**config.mk**
```make
export PLATFORM = sky130hd
export DESIGN_NAME = dcache
export DESIGN_NICKNAME = d
export VERILOG_FILES = /design/src/source/cache_geometry_pkg.sv /design/src/source/mem_bus_pkg.sv /design/src/source/cache_way_if.sv /design/src/source/cache_way.sv /design/src/source/tree_plru.sv /design/src/source/miss_buffer.sv /design/src/source/load_return.sv /design/src/source/dcache.sv
export SDC_FILE = /design/constraint.sdc
export NUM_CORES = 2
export LEC_CHECK = 0
export BUFFER_PORTS_ARGS = -buffer_cell sky130_fd_sc_hd__buf_4
export CORE_ASPECT_RATIO = 2
export CORE_MARGIN = 4
export CORE_UTILIZATION = 30
export DETAILED_ROUTE_END_ITERATION = 6
export GPL_TIMING_DRIVEN = 0
export PLACE_DENSITY_LB_ADDON = 0.12
export REMOVE_ABC_BUFFERS = 1
export SLEW_MARGIN = 20
export SYNTH_ARGS = -nofsm -noshare
export SYNTH_HDL_FRONTEND = slang
export SYNTH_HIERARCHICAL = 1
export SYNTH_SLANG_ARGS = --single-unit
```
**constraint.sdc**
```tcl
create_clock -name clock -period 12.07 [get_ports clock]
set_input_delay 1.8105 -clock clock [delete_from_list [all_inputs] [get_ports clock]]
set_output_delay 1.8105 -clock clock [all_outputs]
set_load 0.005 [all_outputs]
```
**src/source/cache_geometry_pkg.sv**
```systemverilog
package cache_geometry_pkg;

    // 256 bytes as 8 sets of 4 ways with 8-byte blocks
    localparam int num_sets = 8;
    localparam int num_ways = 4;
    localparam int block_bytes = 8;

    // outstanding misses
    localparam int buffer_depth = 4;

    // address is {tag[15:6], set[5:3], offset[2:0]}
    typedef logic [15:0] addr_t;
    typedef logic [9:0] tag_t;
    typedef logic [2:0] set_t;
    typedef logic [1:0] way_t;

    typedef logic [63:0] block_t;
    typedef logic [31:0] word_t;

    // {b2, b1, b0} tree bits of one set
    typedef logic [2:0] plru_t;

    typedef enum logic [1:0] {
        size_byte = 2'h0,
        size_half = 2'h1,
        size_word = 2'h2
    } load_size_t;

endpackage

```
**src/source/mem_bus_pkg.sv**
```systemverilog
package mem_bus_pkg;

    // zero is never a valid tag
    typedef logic [3:0] mem_tag_t;

    typedef enum logic [1:0] {
        bus_none = 2'h0,
        bus_load = 2'h1
    } bus_command_t;

    // comes back with the result
    typedef logic [5:0] req_id_t;

endpackage

```
**src/source/cache_way_if.sv**
```systemverilog
`timescale 1ns/1ps

interface cache_way_if;

    // lookup result of the way
    logic hit;
    cache_geometry_pkg::block_t data;

    // block write from the miss buffer
    logic fill_enable;
    cache_geometry_pkg::set_t fill_set;
    cache_geometry_pkg::tag_t fill_tag;
    cache_geometry_pkg::block_t fill_data;

    modport way (
        output hit, data,
        input fill_enable, fill_set, fill_tag, fill_data
    );

    modport filler (output fill_enable, fill_set, fill_tag, fill_data);

    modport reader (input hit, data);

endinterface

```
**src/source/cache_way.sv**
```systemverilog
`timescale 1ns/1ps

module cache_way (
    input  logic                     clock,
    input  logic                     reset,
    input  cache_geometry_pkg::set_t lookup_set,
    input  cache_geometry_pkg::tag_t lookup_tag,
    cache_way_if.way                 port
);

    logic [cache_geometry_pkg::num_sets-1:0] valid_bits;
    cache_geometry_pkg::tag_t tag_mem [cache_geometry_pkg::num_sets];
    cache_geometry_pkg::block_t data_mem [cache_geometry_pkg::num_sets];

    // combinational read of the addressed block
    assign port.hit = valid_bits[lookup_set] && (tag_mem[lookup_set] == lookup_tag);
    assign port.data = data_mem[lookup_set];

    always_ff @(posedge clock) begin
        if (reset) begin
            valid_bits <= '0;
        end else if (port.fill_enable) begin
            valid_bits[port.fill_set] <= 1'b1;
        end
    end

    // tag and data arrays
    always_ff @(posedge clock) begin
        if (port.fill_enable) begin
            tag_mem[port.fill_set] <= port.fill_tag;
            data_mem[port.fill_set] <= port.fill_data;
        end
    end

endmodule

```
**src/source/tree_plru.sv**
```systemverilog
`timescale 1ns/1ps

module tree_plru (
    input  logic                     clock,
    input  logic                     reset,
    input  cache_geometry_pkg::set_t lookup_set,
    input  logic                     update_enable,
    input  cache_geometry_pkg::set_t update_set,
    input  cache_geometry_pkg::way_t update_way,
    output cache_geometry_pkg::way_t victim_way
);

    cache_geometry_pkg::plru_t tree_state [cache_geometry_pkg::num_sets];
    cache_geometry_pkg::plru_t lookup_state;
    cache_geometry_pkg::plru_t update_state;

    assign lookup_state = tree_state[lookup_set];
    assign update_state = tree_state[update_set];

    // b0 picks the pair, b1 or b2 the way inside it
    always_comb begin
        if (lookup_state[0]) begin
            victim_way = lookup_state[2] ? 2'd3 : 2'd2;
        end else begin
            victim_way = lookup_state[1] ? 2'd1 : 2'd0;
        end
    end

    always_ff @(posedge clock) begin
        if (reset) begin
            for (int s = 0; s < cache_geometry_pkg::num_sets; s++) begin
                tree_state[s] <= '0;
            end
        end else if (update_enable) begin
            // point the tree away from the way just used
            case (update_way)
                2'd0: tree_state[update_set] <= {update_state[2], 2'b11};
                2'd1: tree_state[update_set] <= {update_state[2], 2'b01};
                2'd2: tree_state[update_set] <= {1'b1, update_state[1], 1'b0};
                default: tree_state[update_set] <= {1'b0, update_state[1], 1'b0};
            endcase
        end
    end

    update_way_known: assert property (
        @(posedge clock) disable iff (reset) update_enable |-> !$isunknown(update_way)
    );

endmodule

```
**src/source/miss_buffer.sv**
```systemverilog
`timescale 1ns/1ps

module miss_buffer (
    input  logic                             clock,
    input  logic                             reset,
    input  logic                             load_valid,
    input  cache_geometry_pkg::addr_t        load_addr,
    input  cache_geometry_pkg::load_size_t   load_size,
    input  logic                             load_signed,
    input  mem_bus_pkg::req_id_t             load_id,
    input  logic                             lookup_hit,
    input  cache_geometry_pkg::way_t         victim_way,
    input  logic                             mem_response_valid,
    input  mem_bus_pkg::mem_tag_t            mem_response,
    input  cache_geometry_pkg::block_t       mem_data,
    input  mem_bus_pkg::mem_tag_t            mem_data_tag,
    cache_way_if.filler                      fill_ports [cache_geometry_pkg::num_ways],
    output mem_bus_pkg::bus_command_t        mem_command,
    output cache_geometry_pkg::addr_t        mem_addr,
    output logic                             buffer_full,
    output logic                             head_done,
    output cache_geometry_pkg::block_t       head_data,
    output logic [2:0]                       head_offset_word,
    output cache_geometry_pkg::load_size_t   head_size,
    output logic                             head_signed,
    output mem_bus_pkg::req_id_t             head_id,
    output logic                             plru_fill_enable,
    output cache_geometry_pkg::set_t         plru_fill_set,
    output cache_geometry_pkg::way_t         plru_fill_way
);

    localparam int depth = cache_geometry_pkg::buffer_depth;

    typedef logic [$clog2(depth)-1:0] ptr_t;

    ptr_t head_ptr;
    ptr_t send_ptr;
    ptr_t tail_ptr;

    // control state per entry
    logic [depth-1:0] entry_valid;
    logic [depth-1:0] entry_done;
    mem_bus_pkg::mem_tag_t entry_tag [depth];

    // payload per entry
    cache_geometry_pkg::addr_t entry_addr [depth];
    cache_geometry_pkg::load_size_t entry_size [depth];
    logic [depth-1:0] entry_signed;
    mem_bus_pkg::req_id_t entry_id [depth];
    cache_geometry_pkg::set_t entry_set [depth];
    cache_geometry_pkg::way_t entry_way [depth];
    cache_geometry_pkg::block_t entry_data [depth];

    logic enqueue;
    logic retire;
    logic send_pending;
    logic tag_accept;
    logic [depth-1:0] capture;

    function automatic ptr_t next_ptr(input ptr_t ptr);
        return (ptr == ptr_t'(depth - 1)) ? '0 : ptr + 1'b1;
    endfunction

    // full when the tail has caught up with a live head
    assign buffer_full = entry_valid[tail_ptr];
    assign enqueue = load_valid && !lookup_hit;

    assign head_done = entry_valid[head_ptr] && entry_done[head_ptr];
    assign retire = head_done && !lookup_hit;

    // oldest entry still waiting for a memory tag
    assign send_pending = entry_valid[send_ptr] && (entry_tag[send_ptr] == '0);
    assign mem_command = send_pending ? mem_bus_pkg::bus_load : mem_bus_pkg::bus_none;
    assign mem_addr = entry_addr[send_ptr] & ~cache_geometry_pkg::addr_t'(
        cache_geometry_pkg::block_bytes - 1);
    assign tag_accept = mem_response_valid && (mem_response != '0);

    always_comb begin
        for (int i = 0; i < depth; i++) begin
            capture[i] = entry_valid[i] && !entry_done[i] && (mem_data_tag != '0)
                && (entry_tag[i] == mem_data_tag);
        end
    end

    always_ff @(posedge clock) begin
        if (reset) begin
            head_ptr <= '0;
            send_ptr <= '0;
            tail_ptr <= '0;
            entry_valid <= '0;
            entry_done <= '0;
            for (int i = 0; i < depth; i++) begin
                entry_tag[i] <= '0;
            end
        end else begin
            entry_done <= entry_done | capture;
            if (tag_accept) begin
                entry_tag[send_ptr] <= mem_response;
                send_ptr <= next_ptr(send_ptr);
            end
            if (retire) begin
                entry_valid[head_ptr] <= 1'b0;
                head_ptr <= next_ptr(head_ptr);
            end
            if (enqueue) begin
                entry_valid[tail_ptr] <= 1'b1;
                entry_done[tail_ptr] <= 1'b0;
                entry_tag[tail_ptr] <= '0;
                tail_ptr <= next_ptr(tail_ptr);
            end
        end
    end

    always_ff @(posedge clock) begin
        if (enqueue) begin
            entry_addr[tail_ptr] <= load_addr;
            entry_size[tail_ptr] <= load_size;
            entry_signed[tail_ptr] <= load_signed;
            entry_id[tail_ptr] <= load_id;
            entry_set[tail_ptr] <= cache_geometry_pkg::set_t'(load_addr >> 3);
            entry_way[tail_ptr] <= victim_way;
        end
        for (int i = 0; i < depth; i++) begin
            if (capture[i]) begin
                entry_data[i] <= mem_data;
            end
        end
    end

    assign head_data = entry_data[head_ptr];
    assign head_offset_word = entry_addr[head_ptr][2:0];
    assign head_size = entry_size[head_ptr];
    assign head_signed = entry_signed[head_ptr];
    assign head_id = entry_id[head_ptr];

    // retirement writes the way chosen at enqueue time
    for (genvar w = 0; w < cache_geometry_pkg::num_ways; w++) begin : g_fill
        assign fill_ports[w].fill_enable = retire
            && (entry_way[head_ptr] == cache_geometry_pkg::way_t'(w));
        assign fill_ports[w].fill_set = entry_set[head_ptr];
        assign fill_ports[w].fill_tag = cache_geometry_pkg::tag_t'(entry_addr[head_ptr] >> 6);
        assign fill_ports[w].fill_data = entry_data[head_ptr];
    end

    assign plru_fill_enable = retire;
    assign plru_fill_set = entry_set[head_ptr];
    assign plru_fill_way = entry_way[head_ptr];

    no_enqueue_when_full: assert property (
        @(posedge clock) disable iff (reset) enqueue |-> !buffer_full
    );

endmodule

```
**src/source/load_return.sv**
```systemverilog
`timescale 1ns/1ps

module load_return (
    cache_way_if.reader                      readers [cache_geometry_pkg::num_ways],
    input  logic                             load_valid,
    input  cache_geometry_pkg::addr_t        load_addr,
    input  cache_geometry_pkg::load_size_t   load_size,
    input  logic                             load_signed,
    input  mem_bus_pkg::req_id_t             load_id,
    input  logic                             head_done,
    input  cache_geometry_pkg::block_t       head_data,
    input  logic [2:0]                       head_offset_word,
    input  cache_geometry_pkg::load_size_t   head_size,
    input  logic                             head_signed,
    input  mem_bus_pkg::req_id_t             head_id,
    output logic                             lookup_hit,
    output cache_geometry_pkg::way_t         hit_way,
    output logic                             result_valid,
    output cache_geometry_pkg::word_t        result_value,
    output mem_bus_pkg::req_id_t             result_id
);

    logic [cache_geometry_pkg::num_ways-1:0] way_hit;
    cache_geometry_pkg::block_t way_data [cache_geometry_pkg::num_ways];
    cache_geometry_pkg::block_t hit_data;

    // word by bit 2, then byte or half by bits 1 to 0
    function automatic cache_geometry_pkg::word_t extract(
        input cache_geometry_pkg::block_t data,
        input logic [2:0] offset,
        input cache_geometry_pkg::load_size_t size,
        input logic sign
    );
        cache_geometry_pkg::word_t word;
        logic [7:0] byte_val;
        logic [15:0] half_val;
        word = offset[2] ? data[63:32] : data[31:0];
        byte_val = word[8*offset[1:0] +: 8];
        half_val = word[16*offset[1] +: 16];
        case (size)
            cache_geometry_pkg::size_byte: return {{24{sign && byte_val[7]}}, byte_val};
            cache_geometry_pkg::size_half: return {{16{sign && half_val[15]}}, half_val};
            default: return word;
        endcase
    endfunction

    for (genvar w = 0; w < cache_geometry_pkg::num_ways; w++) begin : g_read
        assign way_hit[w] = readers[w].hit;
        assign way_data[w] = readers[w].data;
    end

    assign lookup_hit = load_valid && (|way_hit);

    always_comb begin
        hit_way = '0;
        for (int w = 0; w < cache_geometry_pkg::num_ways; w++) begin
            if (way_hit[w]) begin
                hit_way = cache_geometry_pkg::way_t'(w);
            end
        end
    end

    assign hit_data = way_data[hit_way];

    // a hit wins the port, a done head waits
    assign result_valid = lookup_hit || head_done;
    assign result_value = lookup_hit ? extract(hit_data, load_addr[2:0], load_size, load_signed)
        : extract(head_data, head_offset_word, head_size, head_signed);
    assign result_id = lookup_hit ? load_id : head_id;

endmodule

```
**src/source/dcache.sv**
```systemverilog
`timescale 1ns/1ps

module dcache (
    input  logic                             clock,
    input  logic                             reset,
    input  logic                             load_valid,
    input  cache_geometry_pkg::addr_t        load_addr,
    input  cache_geometry_pkg::load_size_t   load_size,
    input  logic                             load_signed,
    input  mem_bus_pkg::req_id_t             load_id,
    input  logic                             mem_response_valid,
    input  mem_bus_pkg::mem_tag_t            mem_response,
    input  cache_geometry_pkg::block_t       mem_data,
    input  mem_bus_pkg::mem_tag_t            mem_data_tag,
    output logic                             result_valid,
    output cache_geometry_pkg::word_t        result_value,
    output mem_bus_pkg::req_id_t             result_id,
    output mem_bus_pkg::bus_command_t        mem_command,
    output cache_geometry_pkg::addr_t        mem_addr,
    output logic                             buffer_full
);

    cache_geometry_pkg::tag_t load_tag;
    cache_geometry_pkg::set_t load_set;

    logic lookup_hit;
    cache_geometry_pkg::way_t hit_way;
    cache_geometry_pkg::way_t victim_way;

    logic head_done;
    cache_geometry_pkg::block_t head_data;
    logic [2:0] head_offset_word;
    cache_geometry_pkg::load_size_t head_size;
    logic head_signed;
    mem_bus_pkg::req_id_t head_id;

    logic plru_fill_enable;
    cache_geometry_pkg::set_t plru_fill_set;
    cache_geometry_pkg::way_t plru_fill_way;

    logic plru_update_enable;
    cache_geometry_pkg::set_t plru_update_set;
    cache_geometry_pkg::way_t plru_update_way;

    assign load_tag = cache_geometry_pkg::tag_t'(load_addr >> 6);
    assign load_set = cache_geometry_pkg::set_t'(load_addr >> 3);

    cache_way_if way_bus [cache_geometry_pkg::num_ways] ();

    for (genvar w = 0; w < cache_geometry_pkg::num_ways; w++) begin : g_way
        cache_way way_i (
            .clock(clock),
            .reset(reset),
            .lookup_set(load_set),
            .lookup_tag(load_tag),
            .port(way_bus[w])
        );
    end

    // a fill only retires without a hit, so the two never collide
    assign plru_update_enable = lookup_hit || plru_fill_enable;
    assign plru_update_set = lookup_hit ? load_set : plru_fill_set;
    assign plru_update_way = lookup_hit ? hit_way : plru_fill_way;

    tree_plru plru_i (
        .clock(clock),
        .reset(reset),
        .lookup_set(load_set),
        .update_enable(plru_update_enable),
        .update_set(plru_update_set),
        .update_way(plru_update_way),
        .victim_way(victim_way)
    );

    miss_buffer miss_i (
        .clock(clock),
        .reset(reset),
        .load_valid(load_valid),
        .load_addr(load_addr),
        .load_size(load_size),
        .load_signed(load_signed),
        .load_id(load_id),
        .lookup_hit(lookup_hit),
        .victim_way(victim_way),
        .mem_response_valid(mem_response_valid),
        .mem_response(mem_response),
        .mem_data(mem_data),
        .mem_data_tag(mem_data_tag),
        .fill_ports(way_bus),
        .mem_command(mem_command),
        .mem_addr(mem_addr),
        .buffer_full(buffer_full),
        .head_done(head_done),
        .head_data(head_data),
        .head_offset_word(head_offset_word),
        .head_size(head_size),
        .head_signed(head_signed),
        .head_id(head_id),
        .plru_fill_enable(plru_fill_enable),
        .plru_fill_set(plru_fill_set),
        .plru_fill_way(plru_fill_way)
    );

    load_return return_i (
        .readers(way_bus),
        .load_valid(load_valid),
        .load_addr(load_addr),
        .load_size(load_size),
        .load_signed(load_signed),
        .load_id(load_id),
        .head_done(head_done),
        .head_data(head_data),
        .head_offset_word(head_offset_word),
        .head_size(head_size),
        .head_signed(head_signed),
        .head_id(head_id),
        .lookup_hit(lookup_hit),
        .hit_way(hit_way),
        .result_valid(result_valid),
        .result_value(result_value),
        .result_id(result_id)
    );

endmodule

```
==> flow_summary.toml <==
[outcome]
status = "complete, no violations"

[global_route]
track_usage_pct = 17.8
grt_antenna_before_repair = 15
grt_pass1_vias = 58800
use_met2_pct = 33.2
top_usage_layer = "met2"
grt_remaining_overflow = 0
use_met3_pct = 2.41
grt_max_degree = 102
grt_pass1_wl_um = 485000
use_met1_pct = 21.6

[placement]
hpwlAfterDp_um = 238000
gp_congestion = 0.724
port_buffers = 154
dp_slack_ns = -0.480

[yosys]
synth-edff-count = 2756
synthCells = 5367
synth-compound-area-share_pct = 2.23
ys.flop_type = "edfxtp_1"
ys_async_sr_fraction_pct = 0
synth_area_per_cell_um2 = 21.2
synth.mux.area_fraction_pct = 18.3
syn-cell-area_mm2 = 0.114
yosys.area_share.xor_xnor_pct = 0.400
synth_fa_ha_area_share_pct = 0.0990
synth_top_family_by_area = "multiplexers"
synth.distinct_cells = 79
seq_area_frac_synth_pct = 73.9
ys_seq_elements = 2822
ys_warn_count = 6
synth-simple-area-share_pct = 1.71

[cts]
cts_max_level = 5
tritoncts = "yes"
clockRootBuffer = "clkbuf_16"
clk_path_buf_depth = 4
clkSinkCount = 2822
path_clk_slew_ns = 0.06
insertion_delay_ns = 0.90
cts_hold_buf = 0
cts_buffers = 277

[timing]
slew_viol_final = 0
max_freq_ghz = 0.0856
rsz0062_at_grt = "no"
timing.final.ws_setup_ns = 0.389
min_period_ns = 11.68
period_share_pct = 96.8
finalHoldViolCount = 0
worstMarginPinSlew_ns = 1.10
setup_viol = 0
clock_skew_ns = 0.0453
max_slew_margin_pct = 26.1

[floorplanning]
die_w_um = 443
rows = 319
boundaryPins = 159
core_area_mm2 = 0.378
start_util_pct = 30.1
die-height_um = 879
die_area_mm2 = 0.390

[power]
vdd_drop_max_v = 0.000107
power_per_cell_area_mw_per_mm2 = 151
leakagePower_nw = 41.7

[detailed_routing]
drtAntennaViolNets = 0
vias = 54600
wl_per_cell_um = 32.5
drt-total-wl_um = 351000
first_pass_iters = 5
drc = 0
viasPerCell = 5.06
drt_iter0_markers = 4293

[setup_path]
worstPathMaxFanout = 68
endpoint_kind = "output pin"
path_class = "in2out"
cp.arrival_ns = 9.87
critPathLaunchType = "primary input"
critPathRequiredTime_ns = 10.26

[finish]
fill_cells = 35100
layout_common_cells = "edfxtp_1, mux4_2, mux2_2"
final_util_pct = 35.4
layout.nets = 5725
final_common_cell = "edfxtp_1"
layout-drive-gt1-share_pct = 35.9
area_growth_pct = 17.5

[job]
cap_violations = 0

[worst_hold_path]
min_path_type = "reg2reg"
-- layer usage --
metal / vias up / part of all wire (%)
li1: 22500 / -
met5: - / 0.013
met1: 30300 / 39
met2: 1378 / 54
met4: 6 / 2.3
met3: 380 / 4.5
-- report_power, final --
| part | leakage, nW | internal, mW | switching (mW) |
|---|---|---|---|
| combinational | 12.1 | 0.413 | 0.526 |
| sequential | 25.4 | 10.7 | 0.0140 |
| clock | 4.24 | 4.83 | 3.78 |
-- worst paths after layout --
kind                                                   start                        endpoint  slack [ns]  depth (start not counted)
worst min-delay path            g_way[0].way_i/valid_bits[6]    g_way[0].way_i/valid_bits[6]        0.47                          2
worst max register to register  g_way[2].way_i/tag_mem[7][9]  g_way[2].way_i/data_mem[1][56]        5.02                         23
worst max-delay path                            load_addr[3]                 result_value[9]        0.39                         25
worst min register to register  g_way[0].way_i/valid_bits[6]    g_way[0].way_i/valid_bits[6]        0.47                          2
-- critical path: stages --
cell and delay [ns]:
buf_16 0.31, buf_16 0.40, buf_16 0.35, buf_16 0.39, mux4_2 0.59, mux2i_1 0.17
xor2_1 0.29, nand4_1 0.35, nor3_4 0.48, buf_8 0.23, buf_8 0.19, buf_8 0.19
nor2_4 0.11, buf_12 0.18, inv_4 0.26, buf_12 0.24, o31ai_4 0.17, buf_6 0.24
inv_4 0.28, buf_16 0.27, a31o_2 0.44, nor2_1 0.12, a221o_1 0.38, a31oi_1 0.62
buf_4 0.24
-- final cells by class --
class	count	area, um^2	share of cell area [%]
Antenna cell	2	5.00	0.00374
Clock buffer	332	7370	5.52
Clock inverter	147	1280	0.961
Inverter	25	121	0.0908
Multi-Input combinational cell	1943	26400	19.7
Sequential cell	2822	84100	62.9
Tap cell	4975	6220	4.66
Timing Repair Buffer	546	8180	6.12
-- flip-flops by register name (all words and copies together), names as in the netlist, 8 cells and up, named ones only --
register,cells
g_way.way_i/valid_bits,32
miss_i/entry_id,24
g_way.way_i/data_mem,2048
plru_i/tree_state,24
miss_i/entry_way,8
miss_i/entry_tag,16
miss_i/entry_addr,64
g_way.way_i/tag_mem,320
miss_i/entry_data,256
miss_i/entry_size,8
-- metrics by stage --
stage | setup TNS (ns) | hold slack [ns] | power, mW | cell area, um^2 | std cells
detailed placement | -5.03 | 0.451 | 11.9 | 125000 | 10300
global placement | - | 0.444 | 12.0 | 117000 | 9919
CTS | 0 | 0.466 | 20.6 | 134000 | 10800
global route | 0 | 0.495 | 20.9 | 134000 | 10800
floorplan | 0 | 0.435 | 11.4 | 110000 | 4790
finish | 0 | 0.470 | 20.2 | 134000 | 10800
-- synth_stat cells (all sizes together), types with 3 or more instances --
library cell / count / area (um^2)
mux4: 732 / 16500
nand2b: 28 / 175
mux2i: 78 / 781
o21ai: 79 / 395
or2: 11 / 68.8
nor2b: 12 / 75.1
o21a: 7 / 52.6
clkbuf: 99 / 372
nand3: 8 / 40.0
or3: 9 / 56.3
o211ai: 25 / 188
o21bai: 9 / 67.6
nand4: 17 / 128
o221a: 5 / 56.3
xnor2: 8 / 70.1
mux2: 318 / 3580
a31oi: 14 / 87.6
dfxtp: 66 / 1320
nor2: 160 / 611
a221oi: 60 / 588
nor4: 10 / 62.6
o22ai: 7 / 43.8
o31ai: 7 / 66.3
inv: 23 / 86.3
ha: 9 / 113
nand2: 75 / 282
a21o: 4 / 30.0
o211a: 5 / 50.1
xor2: 44 / 385
a221o: 15 / 150
a211oi: 6 / 45.0
a21oi: 76 / 380
nor3: 36 / 205
o21ba: 5 / 50.1
edfxtp: 2756 / 82800
nor3b: 4 / 40.0
o2bb2ai: 4 / 35.0
and3: 17 / 106
o221ai: 3 / 26.3
buf: 481 / 3270
a311oi: 4 / 35.0
-- kinds of logic after synthesis --
family          after synthesis
mux                        1128
xor+xnor                     52
compound gates              352
buf+inv                     605
flops                      2822
other cells                   1
fa+ha+maj                     9
simple gates                398
-- repair_timing --
action | 4_1_cts | 5_1_grt
setup buffers | 4 | 0
gates resized for setup | 13 | 0
endpoints found under the setup margin | 22 | 0
endpoints found under the hold margin | 0 | 0
Note: power is estimated with default switching activity, not from simulation.
